File: src/hft_defs.svh
// Width, scale and shift constants for the quote optimizer, included by the package, RTL and testbench
`ifndef HFT_DEFS_SVH
`define HFT_DEFS_SVH

// Word widths
`define HFT_PRICE_W      48     // 16.32 fixed point
`define HFT_QTY_W        32
`define HFT_PROFIT_W     32
`define HFT_CONF_W       16

// Profit estimate
`define HFT_PROFIT_SCALE 1000
`define HFT_PROFIT_SHIFT 16
`define HFT_EXIT_SHIFT   10     // Profit to exit price offset

// Risk and confidence
`define HFT_RISK_SHIFT   16
`define HFT_CONF_FULL    10000  // 100.00 percent
`define HFT_CONF_HIGH    9500
`define HFT_CONF_MID     8000
`define HFT_CONF_LOW     5000

// Spread classes against mid price
`define HFT_TIGHT_SHIFT  8
`define HFT_NORMAL_SHIFT 6

// Base 12 cost in cycles, checked against budget high byte
`define HFT_BASE12_COST  8

`endif

File: src/hft_pkg.sv
// Shared word and code types for the quote optimizer pipeline, imported by every stage
`include "hft_defs.svh"

package hft_pkg;

    // Price words are 16.32 fixed point
    typedef logic [`HFT_PRICE_W-1:0]  price_t;

    // Quantity and position risk
    typedef logic [`HFT_QTY_W-1:0]    qty_t;

    typedef logic [`HFT_PROFIT_W-1:0] profit_t;

    // Confidence in hundredths of a percent
    typedef logic [`HFT_CONF_W-1:0]   conf_t;

    // Which tick base produced the chosen entry
    typedef enum logic [1:0] {
        BASE_2  = 2'd0,
        BASE_10 = 2'd1,
        BASE_12 = 2'd2
    } base_t;

endpackage

File: src/base_arbiter.sv
// Stage 3 of the quote optimizer: picks the best of three candidates under the latency budget
`timescale 1ns/1ps
`include "hft_defs.svh"

module base_arbiter (
    input  logic             clk,
    input  logic             rst_n,
    input  logic             in_valid,
    input  hft_pkg::price_t  price_12,
    input  hft_pkg::profit_t profit_12,
    input  hft_pkg::price_t  price_10,
    input  hft_pkg::profit_t profit_10,
    input  hft_pkg::price_t  price_2,
    input  hft_pkg::profit_t profit_2,
    input  logic [15:0]      budget,
    input  hft_pkg::price_t  spread,
    input  hft_pkg::price_t  mid_price,
    input  hft_pkg::qty_t    risk_limit,
    output logic             arb_valid,
    output hft_pkg::price_t  entry_price,
    output hft_pkg::base_t   base_used,
    output hft_pkg::profit_t expected_profit,
    output hft_pkg::price_t  arb_spread,
    output hft_pkg::price_t  arb_mid,
    output hft_pkg::qty_t    arb_risk_limit
);

    import hft_pkg::*;

    logic    budget_ok;
    logic    base12_wins;
    price_t  sel_price;
    profit_t sel_profit;
    base_t   sel_base;

    // Budget high byte is the cycle allowance
    assign budget_ok   = (budget[15:8] >= 8'(`HFT_BASE12_COST));
    assign base12_wins = (profit_12 >= profit_10) && (profit_12 >= profit_2) && budget_ok;

    always_comb begin
        if (base12_wins) begin
            sel_price  = price_12;
            sel_profit = profit_12;
            sel_base   = BASE_12;
        end else if (profit_2 >= profit_10) begin   // Binary wins ties with decimal
            sel_price  = price_2;
            sel_profit = profit_2;
            sel_base   = BASE_2;
        end else begin
            sel_price  = price_10;
            sel_profit = profit_10;
            sel_base   = BASE_10;
        end
    end

    always_ff @(posedge clk or negedge rst_n) begin
        if (!rst_n) begin
            arb_valid       <= 1'b0;
            entry_price     <= '0;
            base_used       <= BASE_2;
            expected_profit <= '0;
            arb_spread      <= '0;
            arb_mid         <= '0;
            arb_risk_limit  <= '0;
        end else begin
            arb_valid <= in_valid;
            if (in_valid) begin
                entry_price     <= sel_price;
                base_used       <= sel_base;
                expected_profit <= sel_profit;
                arb_spread      <= spread;
                arb_mid         <= mid_price;
                arb_risk_limit  <= risk_limit;
            end
        end
    end

endmodule

File: config.mk
export PLATFORM = sky130hd
export DESIGN_NAME = base_arbiter
export DESIGN_NICKNAME = d
export VERILOG_FILES = /design/src/hft_pkg.sv /design/src/base_arbiter.sv
export VERILOG_INCLUDE_DIRS = /design/src
export SDC_FILE = /design/constraint.sdc
export NUM_CORES = 1
export LEC_CHECK = 0
export ABC_AREA = 0
export BUFFER_PORTS_ARGS = -buffer_cell sky130_fd_sc_hd__buf_2
export CORE_AREA = 2 2 231 233
export CTS_CLUSTER_DIAMETER = 80
export DETAILED_ROUTE_END_ITERATION = 7
export DIE_AREA = 0 0 233 235
export HOLD_SLACK_MARGIN = 0.1
export PLACE_DENSITY = 0.51
export SYNTH_ARGS = -nofsm -noshare
export SYNTH_HDL_FRONTEND = slang
export SYNTH_SLANG_ARGS = --single-unit
File: constraint.sdc
create_clock -name clk -period 1 [get_ports clk]
set_clock_uncertainty 0.15 [all_clocks]
set_input_delay 0.2 -clock clk [delete_from_list [all_inputs] [get_ports clk]]
set_output_delay 0.2 -clock clk [all_outputs]
set_load 0.1 [all_outputs]
==> results.sh <==
export IMPL_fmax_mhz=401
export IMPL_synth_edf_count=0
export IMPL_p_per_area_nw_per_um2=1590
export IMPL_p_leak_nw=12.9
export IMPL_grt_max_degree=38
export IMPL_path_buf_inv=4
export IMPL_overflow=0
export IMPL_slowest_stage="a2111o_1"
export IMPL_hold_depth=2
export IMPL_hold_violations=15
export IMPL_min_from="in_valid"
export IMPL_crit_path_end_kind="flop"
export IMPL_drive_above_1_share_pct=63.0
export IMPL_clock_sinks=211
export IMPL_grt_pass1_vias=14200
export IMPL_ys_ff_latch=211
export IMPL_path_delay_family="compound AO/OA/AOI/OAI gates"
export IMPL_io_buffers=586
export IMPL_synthAdderAreaFrac_pct=9.92
export IMPL_cpPeakStageDelay_ns=0.46
export IMPL_ys_warn_count=0
export IMPL_vias_per_cell=4.62
export IMPL_synth_compound_area_share_pct=11.4
export IMPL_worstReg2RegEnd="expected_profit[19]"
export IMPL_clockBufferDepth=3
export IMPL_synth_area_leaders="dfrtp_1, mux2_2, ha_1"
export IMPL_area_growth_pct=131
export IMPL_maxSlewHeadroom_pct=62.3
export IMPL_remaining_drc_errors=0
export IMPL_die_area_um2=54800
export IMPL_clk_latency_ns=0.56
export IMPL_io_pins=598
export IMPL_maxCapViolCount=0
export IMPL_rr_worst_depth=3
export IMPL_critPathKind="in -> reg"
export IMPL_cts_tree="yes"
export IMPL_ys_seq_area_share_pct=43.6
export IMPL_synth_area_leader_cell="dfrtp_1"
export IMPL_nNetsFinal=2651
export IMPL_dp_worst_setup_slack_ns=-2.17
export IMPL_critical_path_startpoint="profit_10[17]"
export IMPL_hold_class="in -> reg"
export IMPL_core_um2=52200
export IMPL_dp_hpwl_um=40500
export IMPL_dieWidth_um=233
export IMPL_muxShareOfSynthArea_pct=18.6
export IMPL_ys_types=43
export IMPL_crit_fanout=4
export IMPL_antenna_found_initial=7
export IMPL_path_cells="buf_6 -> inv_4 -> ha_4 -> a21oi_2 -> o21ai_2 -> a221o_1 -> a2111o_1 -> a21oi_4 -> buf_4 -> clkbuf_16 -> mux2i_1 -> nor3_2 -> a211o_1"
export IMPL_drt_wirelength_per_cell_um=20.8
export IMPL_reg2reg_slack_ns=-0.34
export IMPL_syn_nets=1517
export IMPL_drt_iter0_drc=513
export IMPL_cts_buffers=29
export IMPL_row_count=84
export IMPL_clkTransAtPathRegs_ns=0.06
export IMPL_synth_cells=1034
export IMPL_initial_utilization_pct=23.2
export IMPL_synthXorXnorAreaFrac_pct=0
export IMPL_rsz0062_at_grt="true"
export IMPL_layout_min_cycle_time_ns=2.49
export IMPL_root_buffer="clkbuf_16"
export IMPL_tightest_slew_ns=0.566
export IMPL_setup_viol_count_final=421
export IMPL_gp_congestion=0.875
export IMPL_grt_util_all_layers_pct=19.8
export IMPL_fin_ws_ns=-1.49
export IMPL_r2r_start="expected_profit[19]"
export IMPL_synth_top_cells_by_count="dfrtp_1, mux2_2, ha_1, mux2i_1, inv_1"
export IMPL_synth_ff_type="dfrtp_1"
export IMPL_chipHeight_um=235
export IMPL_place_area_um2=21600
export IMPL_vias=13300
export IMPL_yosys_area_share_simple_pct=10.9
export IMPL_final_cell_area_um2=28000
export IMPL_synth_area_um2=12100
export IMPL_postSynthAreaPerCell_um2=11.7
export IMPL_synth_top_family_by_area="multiplexers"
export IMPL_yosys_area_top_type_share_pct=43.6
export IMPL_crit_path_start_kind="input port"
export IMPL_stdcell_count=2882
export IMPL_required_ns=1.31
export IMPL_violations="negative hold slack, negative setup slack"
export IMPL_vdd_drop_max_uv=1140
export IMPL_holdPathEnd="arb_risk_limit[6]"
export IMPL_yosysMostFrequentCell="dfrtp_1"
export IMPL_antenna_left=0
export IMPL_whs_ns=-0.119
export IMPL_drt_wl_total_um=59900
export IMPL_cts_htree_levels=1
export IMPL_status="complete, but fails checks"
export IMPL_placedCellCount=2412
export IMPL_dr_pass1_iters=5
export IMPL_async_flop_share_pct=100
export IMPL_slew_violations=0
export IMPL_period_share_pct=249
export IMPL_critPathArrivalTime_ns=2.80
export IMPL_grt_pass1_wl_um=84500
repair_timing:
| item | in CTS | in global routing |
|---|---|---|
| resized for setup | 56 | 172 |
| endpoints found under the hold margin | 421 | 28 |
| gates cloned | 1 | 13 |
| setup endpoints to repair | 421 | 422 |
| pin swaps | 4 | 28 |
| hold buffers | 352 | 7 |
| setup buffers | 1 | 40 |
worst register-to-register path, cell delays in order (launching register included):
cell,delay (ns)
dfrtp_4,0.50
nor2b_1,0.15
a31oi_1,0.29
o31ai_4,0.12
per-layer routing:
| layer | global-route usage (%) | up-vias | part of all wire (%) | wire length, um |
|---|---|---|---|---|
| li1 | - | 6097 | - | - |
| met5 | 0 | - | 0.067 | 40 |
| met3 | 3.97 | 148 | 6.0 | 3580 |
| met1 | 23.0 | 6550 | 39 | 23500 |
| met4 | 6.76 | 6 | 3.8 | 2280 |
| met2 | 35.9 | 513 | 51 | 30500 |
state kept, by name (all words and copies together) (netlist names):
name             cells
expected_profit     32
base_used            2
arb_mid             48
entry_price         48
arb_risk_limit      32
arb_valid            1
arb_spread          48
logic make-up (layout without fill, tap and decap cells):
kind of cell	count (synthesis)	after routing
buffers and inverters	135	1290
AO/OA/AOI/OAI	186	186
multiplexers	209	209
flip-flops	211	211
other	0	5
adder cells (fa/ha/maj)	96	96
AND/OR/NAND/NOR	197	197
layout by cell type, fill, tap and decap left out, types with 49 or more instances in the layout:
cell	count
dlygate4sd3_1	358
buf_12	248
buf_2	364
inv_1	52
nor3_2	49
dfrtp_4	210
mux2_4	93
buf_4	145
ha_1	80
through the flow:
stage	TNS, ns	util, %	power [mW]
finish	-240.85	53.6	44.4
global route	-254.89	53.6	46.0
CTS	-241.00	50.6	43.2
detailed placement	-210.19	41.4	31.1
global placement	-209.22	41.4	31.0
floorplan	-146.80	-	23.0
worst max-delay path by stage:
stage               slack [ns]  depth (start not counted)              end
global route             -1.50                         14  entry_price[35]
finish                   -1.49                         13   entry_price[0]
detailed placement       -2.17                         14  entry_price[10]
global placement         -2.15                         14  entry_price[10]
CTS                      -1.40                         12  entry_price[31]
floorplan                -1.55                         11  entry_price[10]
area by class of cell:
class                   instances  area, um^2
diodes                          5        12.5
well taps                     688         861
clock buffers                  33         751
flip-flops and latches        211        6070
multi-input cells             688        7520
fillers                      4181       24200
inverters                      68         298
clock inverters                19         200
repair buffers               1170       12300
where the power goes:
part           total [mW]  switching (mW)  internal (mW)
Clock                10.5            4.29           6.20
Sequential           11.7            1.33           10.4
Combinational        22.2            12.7           9.53
Total                44.4            18.3           26.1
(Power assumes the default switching activity.)
