**src/hft_defs.svh**
```systemverilog
// Width, scale and shift constants for the quote optimizer, included by the package, RTL and testbench
`ifndef HFT_DEFS_SVH
`define HFT_DEFS_SVH

// Word widths
`define HFT_PRICE_W      48     // 16.32 fixed point
`define HFT_QTY_W        32
`define HFT_PROFIT_W     32
`define HFT_CONF_W       16

// Profit estimate
`define HFT_PROFIT_SCALE 1000
`define HFT_PROFIT_SHIFT 16
`define HFT_EXIT_SHIFT   10     // Profit to exit price offset

// Risk and confidence
`define HFT_RISK_SHIFT   16
`define HFT_CONF_FULL    10000  // 100.00 percent
`define HFT_CONF_HIGH    9500
`define HFT_CONF_MID     8000
`define HFT_CONF_LOW     5000

// Spread classes against mid price
`define HFT_TIGHT_SHIFT  8
`define HFT_NORMAL_SHIFT 6

// Base 12 cost in cycles, checked against budget high byte
`define HFT_BASE12_COST  8

`endif

```
**src/hft_pkg.sv**
```systemverilog
// Shared word and code types for the quote optimizer pipeline, imported by every stage
`include "hft_defs.svh"

package hft_pkg;

    // Price words are 16.32 fixed point
    typedef logic [`HFT_PRICE_W-1:0]  price_t;

    // Quantity and position risk
    typedef logic [`HFT_QTY_W-1:0]    qty_t;

    typedef logic [`HFT_PROFIT_W-1:0] profit_t;

    // Confidence in hundredths of a percent
    typedef logic [`HFT_CONF_W-1:0]   conf_t;

    // Which tick base produced the chosen entry
    typedef enum logic [1:0] {
        BASE_2  = 2'd0,
        BASE_10 = 2'd1,
        BASE_12 = 2'd2
    } base_t;

endpackage

```
**src/quote_analyzer.sv**
```systemverilog
// Stage 1 of the quote optimizer: samples a strobed snapshot and forms spread and mid price
`timescale 1ns/1ps
`include "hft_defs.svh"

module quote_analyzer (
    input  logic            clk,
    input  logic            rst_n,
    input  logic            start,
    input  logic            market_data_valid,
    input  hft_pkg::price_t bid_price,
    input  hft_pkg::price_t ask_price,
    input  hft_pkg::price_t last_price,
    input  hft_pkg::qty_t   risk_limit,
    input  logic [15:0]     latency_budget,
    output logic            qa_valid,
    output hft_pkg::price_t spread,
    output hft_pkg::price_t mid_price,
    output hft_pkg::price_t qa_last,
    output hft_pkg::qty_t   qa_risk_limit,
    output logic [15:0]     qa_budget
);

    import hft_pkg::*;

    logic                   accept;
    price_t                 spread_next;
    logic [`HFT_PRICE_W:0]  quote_sum;      // One extra bit for the carry

    assign accept = start && market_data_valid;

    // Crossed or locked quote gives zero spread
    assign spread_next = (ask_price > bid_price) ? (ask_price - bid_price) : '0;

    assign quote_sum = {1'b0, bid_price} + {1'b0, ask_price};

    always_ff @(posedge clk or negedge rst_n) begin
        if (!rst_n) begin
            qa_valid <= 1'b0;
        end else begin
            qa_valid <= accept;
        end
    end

    always_ff @(posedge clk or negedge rst_n) begin
        if (!rst_n) begin
            spread        <= '0;
            mid_price     <= '0;
            qa_last       <= '0;
            qa_risk_limit <= '0;
            qa_budget     <= '0;
        end else if (accept) begin
            spread        <= spread_next;
            mid_price     <= quote_sum[`HFT_PRICE_W:1];   // Halve without wrap
            qa_last       <= last_price;
            qa_risk_limit <= risk_limit;
            qa_budget     <= latency_budget;
        end
    end

endmodule

```
**config.mk**
```make
export PLATFORM = sky130hd
export DESIGN_NAME = quote_analyzer
export DESIGN_NICKNAME = d
export VERILOG_FILES = /design/src/hft_pkg.sv /design/src/quote_analyzer.sv
export VERILOG_INCLUDE_DIRS = /design/src
export SDC_FILE = /design/constraint.sdc
export NUM_CORES = 1
export LEC_CHECK = 0
export BUFFER_PORTS_ARGS = -buffer_cell sky130_fd_sc_hd__buf_2
export CORE_MARGIN = 5
export CORE_UTILIZATION = 54
export CTS_CLUSTER_DIAMETER = 50
export CTS_CLUSTER_SIZE = 8
export DETAILED_ROUTE_END_ITERATION = 12
export PLACE_DENSITY = 0.83
export SYNTH_ARGS = -nofsm -noshare
export SYNTH_HDL_FRONTEND = slang
export SYNTH_SLANG_ARGS = --single-unit
```
**constraint.sdc**
```tcl
create_clock -name clk -period 0.9 [get_ports clk]
set_input_delay 0.09 -clock clk [delete_from_list [all_inputs] [get_ports clk]]
set_output_delay 0.09 -clock clk [all_outputs]
set_load 0.01 [all_outputs]
```
==> results.md, run 1 <==
Die:
- The die height is around 170 µm.
- For this configuration, the core starts out at a cell density of between 50% and 60%.
- The number of primary I/O pins is around 390.
- The number of placement rows is between 50 and 60.
- The horizontal die dimension is 168 µm.

Global routing:
- The via count of the first global-routing pass is around 25000.
- Entering global routing, the biggest net connects approximately 70 pins.
- The remaining global-route overflow is 51.
- The global-route wire length before repair is 160000 µm.
- The global routing usage summed across all routing layers is between 70 and 80%.

Synthesis:
- The average cell area after synthesis is roughly 8 µm².
- Counting flops with a built-in enable in the synthesized netlist gives 0.
- Synthesis produced a netlist whose cell count is between 1500 and 2000.
- Yosys printed 0 warnings.
- The mapped netlist covers ~0.014 mm².
- The async set-or-reset flop fraction in the synthesized netlist is 100%.
- In this run, synthesis produced a sequential element count of slightly below 200.
- The share of the yosys chip area belonging to registers is a little over a third.
- The post-synth net total is between 1500 and 2000.
- Yosys mapped the design onto 101 distinct sky130hd cell types.
- The dominant register cell in the synthesized netlist is sky130_fd_sc_hd__dfrtp_1.

Clock network:
- In this run the clock root is driven by a sky130_fd_sc_hd__clkbuf_16.
- The clock passes through at most 2 buffers.
- Counting every sink on the clock net gives 193.
- The CTS buffer count is 17.
- The H-tree was split into 4 levels.

Placement:
- Detailed placement finished with a half-perimeter wire length of around 48000 µm.
- Input and output buffers added on the ports amount to between 300 and 400.
- The last weighted congestion value of the routability-driven placer is 1.01.

Outcome:
- The run stopped with a tool error.
- The tool reported: "[ERROR GRT-0116] Global routing finished with congestion. Check the congestion regions in the DRC Viewer".
- The last flow stage reached is 5_1_grt.
[metal layers]
metal,global-route usage (%),GRT overflow
met5,9.57,0
met4,74.4,30
met3,55.9,1
met2,93.7,20
met1,73.0,0
[cell families after synthesis]
kind of cell             count (synthesis)  synth area share (%)
AND/OR/NAND/NOR                        695                  22.5
AO/OA/AOI/OAI                          434                  21.7
buffers and inverters                  194                  6.14
flip-flops                             193                  35.6
adder cells (fa/ha/maj)                 98                  9.15
XOR/XNOR                                71                  4.59
multiplexers                             4                 0.295
[cell usage after synthesis, types with 5 or more instances]
master,count,share of area [%]
sky130_fd_sc_hd__buf_2,32,1.2
sky130_fd_sc_hd__nor3_1,32,1.2
sky130_fd_sc_hd__a21oi_2,5,0.32
sky130_fd_sc_hd__o21ai_1,9,0.33
sky130_fd_sc_hd__buf_6,6,0.50
sky130_fd_sc_hd__o31ai_1,19,1.1
sky130_fd_sc_hd__a21oi_1,107,3.9
sky130_fd_sc_hd__a31oi_1,17,0.78
sky130_fd_sc_hd__nand2b_1,7,0.32
sky130_fd_sc_hd__dfrtp_1,193,36
sky130_fd_sc_hd__a21o_1,18,1.0
sky130_fd_sc_hd__and2_1,7,0.32
sky130_fd_sc_hd__a32o_1,5,0.37
sky130_fd_sc_hd__nand3_1,31,1.1
sky130_fd_sc_hd__o211ai_1,13,0.72
sky130_fd_sc_hd__nor2b_1,9,0.42
sky130_fd_sc_hd__clkbuf_1,42,1.2
sky130_fd_sc_hd__o21a_1,13,0.72
sky130_fd_sc_hd__nand2_1,437,12
sky130_fd_sc_hd__inv_1,100,2.8
sky130_fd_sc_hd__xnor2_1,68,4.4
sky130_fd_sc_hd__o21bai_1,17,0.94
sky130_fd_sc_hd__and3_1,10,0.46
sky130_fd_sc_hd__or3_1,6,0.28
sky130_fd_sc_hd__a221oi_1,5,0.32
sky130_fd_sc_hd__o221ai_1,5,0.32
sky130_fd_sc_hd__inv_2,7,0.19
sky130_fd_sc_hd__nor2_1,86,2.4
sky130_fd_sc_hd__ha_1,96,8.9
sky130_fd_sc_hd__nand4_1,18,0.83
sky130_fd_sc_hd__a22oi_1,5,0.28
sky130_fd_sc_hd__a22o_1,7,0.45
sky130_fd_sc_hd__o21ai_0,108,4.0
sky130_fd_sc_hd__nor4_1,19,0.88
sky130_fd_sc_hd__a211o_1,7,0.45
sky130_fd_sc_hd__a211oi_1,10,0.55
[what timing repair did]
action                                  in CTS
pin swaps                                  130
gates cloned                                 3
buffers inserted                           118
hold endpoints to repair                   289
endpoints found under the setup margin     287
resized for setup                          366
hold buffers                                97
[per-stage QoR]
stage	worst slack [ns]	instance area (µm²)	util, %	hold WS, ns	instances
floorplan	-1.50	14400	-	-0.206	1689
global placement	-1.86	20300	81.5	0.00887	2840
detailed placement	-1.94	20300	81.5	0.00625	2840
CTS	-1.31	24500	98.1	0.0372	3087
==> run 2, diff against run 1 <==
Settings changed: CORE_UTILIZATION 54 to 39, CTS_CLUSTER_DIAMETER 50 to not set, CTS_CLUSTER_SIZE 8 to not set, PLACE_DENSITY 0.83 to not set, PLACE_DENSITY_LB_ADDON set to 0.15.
==> run 2 against run 1 <==
- synthesized cell count stayed put
- the flow now finishes, with violations (negative setup slack)
- area after synthesis stayed put
==> results.md, run 2 <==
Placement:
- The last weighted congestion value of the routability-driven placer is ~1.
- The placement-stage cell area is about 0.020 mm².
- Input and output buffers added on the ports amount to approximately 390.
- The wire-length estimate of the detail-placed layout is about 47000 µm.

STA:
- The worst slack on hold paths is between 0.03 and 0.04 ns.
- The routed design could run at a clock period as short as between 2 and 2.5 ns.
- Setup repair after global routing could not meet its margin everywhere.
- The share of the clock period used by the worst path is 245%.
- The worst-case setup margin in the final layout is -1.30 ns.
- For this run, the top clock speed supported by timing is roughly 450 MHz.
- The number of hold violations in the final report is 0.
- The relative slew slack is around 63%.
- Adding up every negative setup slack in the final design gives -136.75 ns.
- The number of max-slew violations in the final report came to 0.
- The final clock skew is 0 ns.
- The number of setup violations in the final report is 290.
- For the pin with the worst max-slew slack, the measured transition is 0.555 ns.

Die:
- The horizontal die dimension is around 200 µm.
- The starting density of the core is between 30% and 40%.
- The die is just under 200 µm tall.
- The floorplan has 68 rows.
- For this design the top-level I/O count stands at between 300 and 400.
- The area of the core region is 0.0345 mm².
- The die covers about 0.039 mm².

Route:
- For this run, the detailed router's first-pass iteration total came to 6.
- The ratio of routed vias to standard cells is ~5.4.
- Across all layers, the routed design uses 17422 vias.
- Once detail routing completed, the nets flagged for antenna violations numbered 0.
- The routed wire length per instance is around 21 µm.
- The initial detailed-routing violation count is about 1300.
- Wires add up to around 68000 µm.
- For this run, design rule violations remaining after detail routing come to 0.

Synthesis:
- The commonest cells after synthesis are sky130_fd_sc_hd__nand2_1, sky130_fd_sc_hd__dfrtp_1, sky130_fd_sc_hd__o21ai_0.
- The fraction of post-synthesis cell area in the top cell type by area is approximately 36%.
- The cell type with the largest total area after synthesis is sky130_fd_sc_hd__dfrtp_1.
- For this run, the number of Yosys warnings is 0.
- The post-synthesis cell area is between 0.01 and 0.015 mm².
- The average cell area after synthesis is roughly 8.0 µm².
- Yosys instantiated no cell more often than sky130_fd_sc_hd__nand2_1.
- The number of distinct library cell variants in the gate-level netlist after synthesis is about 100.
- After synthesis, the share of flip-flops with an asynchronous set or reset is 100%.
- The post-synth net total is ~2000.
- Synthesis inferred approximately 190 register bits.
- Synthesis handed over a netlist of about 1700 instances.
- The share of the yosys chip area belonging to registers is a little over a third.
- Among all flip-flop cells after synthesis, the most frequent one is sky130_fd_sc_hd__dfrtp_1.
- The count of flip-flops with a built-in enable after synthesis is 0.
- Sorting the synthesized cells by area gives the leading types as sky130_fd_sc_hd__dfrtp_1, sky130_fd_sc_hd__nand2_1, sky130_fd_sc_hd__ha_1.

Global routing:
- The total overflow left after global routing is 0.
- The maximum number of pins on one net before global-route repair is between 100 and 150.
- The via count of the first global-routing pass is about 17000.
- The global-route wire length before repair is ~100000 µm.
- The number of antenna violations at the first check in global routing is 6.
- The global routing usage summed across all routing layers is between 30% and 40%.

Worst setup path:
- The required time at the endpoint of the critical path is 1.24 ns.
- The critical path starts at ask_price[0].
- The worst setup path is launched from an input pin.
- The total number of cells along the worst setup path is 11.
- Traced cell by cell, the critical path runs through buf_8, ha_4, fa_2, nor2b_4, or4_4, and3b_1, o2111a_2, o21ai_4, a32o_2, mux2i_1, a211o_1.
- In this design, the largest share of critical-path delay is due to compound AO/OA/AOI/OAI gates.
- The startpoint identified for the worst register-to-register timing path is qa_risk_limit[19].
- In this run the worst setup path terminates at mid_price[33].
- The endpoint of the worst-slack reg-to-reg timing path is qa_risk_limit[19].
- The number of buffer and inverter instances along the worst setup path is 1.
- The path depth of the worst reg2reg path is 4.
- The worst register-to-register path has a setup slack of -0.09 ns.
- For this run, the slowest stage of the critical path takes roughly 0.43 ns.
- The worst setup path is captured at a flop.
- The largest driver fanout on the critical path is 3.
- STA puts the critical path data arrival time at about 2.6 ns.
- The cell with the largest stage delay on the worst path is sky130_fd_sc_hd__or4_4.
- The worst setup path is of the in -> reg kind.

Worst hold path:
- The path class of the lowest-slack min-delay path is in -> reg.

Cells and area:
- Cells fill between 70% and 80% of the core in the end.
- In the final layout, the registers with the most flip-flops are mid_price x48, qa_last x48, spread x48.
- The final design instance area without fill is about 0.026 mm².
- From synthesis to final layout, the design area changed by 89.5%.
- The fraction of final layout cells with drive strength greater than 1 is between 50% and 60%.
- The most frequent standard cell in the layout excluding fill and tap cells is sky130_fd_sc_hd__buf_4.
- The number of nets in the final layout is around 3100.
- In the layout the commonest cells are sky130_fd_sc_hd__buf_4, sky130_fd_sc_hd__nand2_1, sky130_fd_sc_hd__buf_2, sky130_fd_sc_hd__dfrtp_1, sky130_fd_sc_hd__buf_6.

Clock network:
- The insertion delay to the later sink of the worst-skew pair is around 0.45 ns.
- The maximum buffer depth of the clock tree is 2.
- The clock slew seen by the registers of the worst setup and hold paths is ~0.090 ns.
- The total number of H-tree levels is 4.
- Counting every sink on the clock net gives ~190.
- The clock tree from TritonCTS is done.
- Counting the buffers created by CTS gives 17.
- The cell sitting at the root of the clock tree is a sky130_fd_sc_hd__clkbuf_16.

Pwr:
- For this design the static power due to leakage is around 13 nW.
- The peak supply drop is approximately 1.4 mV.
- Power spread over the standard cell area amounts to roughly 1400 mW/mm².
- Total power for the finished layout comes to roughly 37 mW.

Outcome:
- The run finished, with violations left.
- The final reports fail on negative setup slack.

Run:
- The max-capacitance violation count is 0.
==> run 2: cell counts after synthesis <==
Identical to the previous run, type by type.
==> run 2: repair_timing <==
item / in CTS / in global routing
pin swaps: 142 / 64
resized for setup: 434 / 122
setup endpoints to repair: 338 / 304
gates cloned: 4 / 1
hold endpoints to repair: 289 / 0
buffers inserted: 88 / 76
hold buffers: 97 / 0
==> run 2: metrics by stage <==
stage,cells,setup WS (ns)
finish,3238,-1.30
detailed placement,2950,-1.96
global route,3238,-1.33
global placement,2950,-1.95
CTS,3165,-1.30
floorplan,1689,-1.50
==> run 2: area by class of cell <==
class,instances,area (µm²)
multi-input combinational,1302,9970
timing repair buffer,1143,9200
fill,2481,8760
sequential,193,4830
tap,455,569
inverter,109,532
clock buffer,19,453
clock inverter,13,143
antenna,4,10.0
==> run 2: power by group <==
part           internal, mW  switching [mW]  total (mW)
logic                  9.28            8.72        18.0
registers              10.0            1.12        11.2
clock network          3.86            4.10        7.96
==> run 2: worst min path at each step <==
stage                       from       endpoint  cells past startpoint
finish              bid_price[0]      spread[0]                      4
detailed placement         rst_n  mid_price[13]                      1
floorplan                  rst_n   mid_price[0]                      0
CTS                 bid_price[0]      spread[0]                      4
global route        bid_price[0]      spread[0]                      4
global placement           rst_n  mid_price[15]                      1
==> run 2: cell families (layout without fill, tap and decap cells) <==
family,Yosys count,in the layout,share of synthesized area [%]
muxes,4,4,0.295
buffers and inverters,194,1284,6.14
adders and majority gates,98,98,9.15
other,0,4,0
and+or+nand+nor,695,695,22.5
AOI/OAI and AO/OA,434,434,21.7
DFF,193,193,35.6
xor gates and xnor gates,71,71,4.59
==> run 2: per-layer routing <==
metal / GRT usage [%] / part of all wire, % / vias to the layer above
met3: 4.97 / 7.1 / 194
met5: 0 / 0.019 / -
met2: 53.4 / 48 / 811
met1: 41.0 / 40 / 8431
met4: 13.4 / 4.7 / 2
li1: - / - / 7984
==> run 2: worst reg2reg max path, stage by stage, from the launching register on <==
cell and delay [ns]:
sky130_fd_sc_hd__dfrtp_1 0.41, sky130_fd_sc_hd__buf_4 0.15, sky130_fd_sc_hd__buf_4 0.12, sky130_fd_sc_hd__nand2_1 0.08
sky130_fd_sc_hd__nand2_1 0.10
Note: power is estimated with default switching activity, not from simulation.
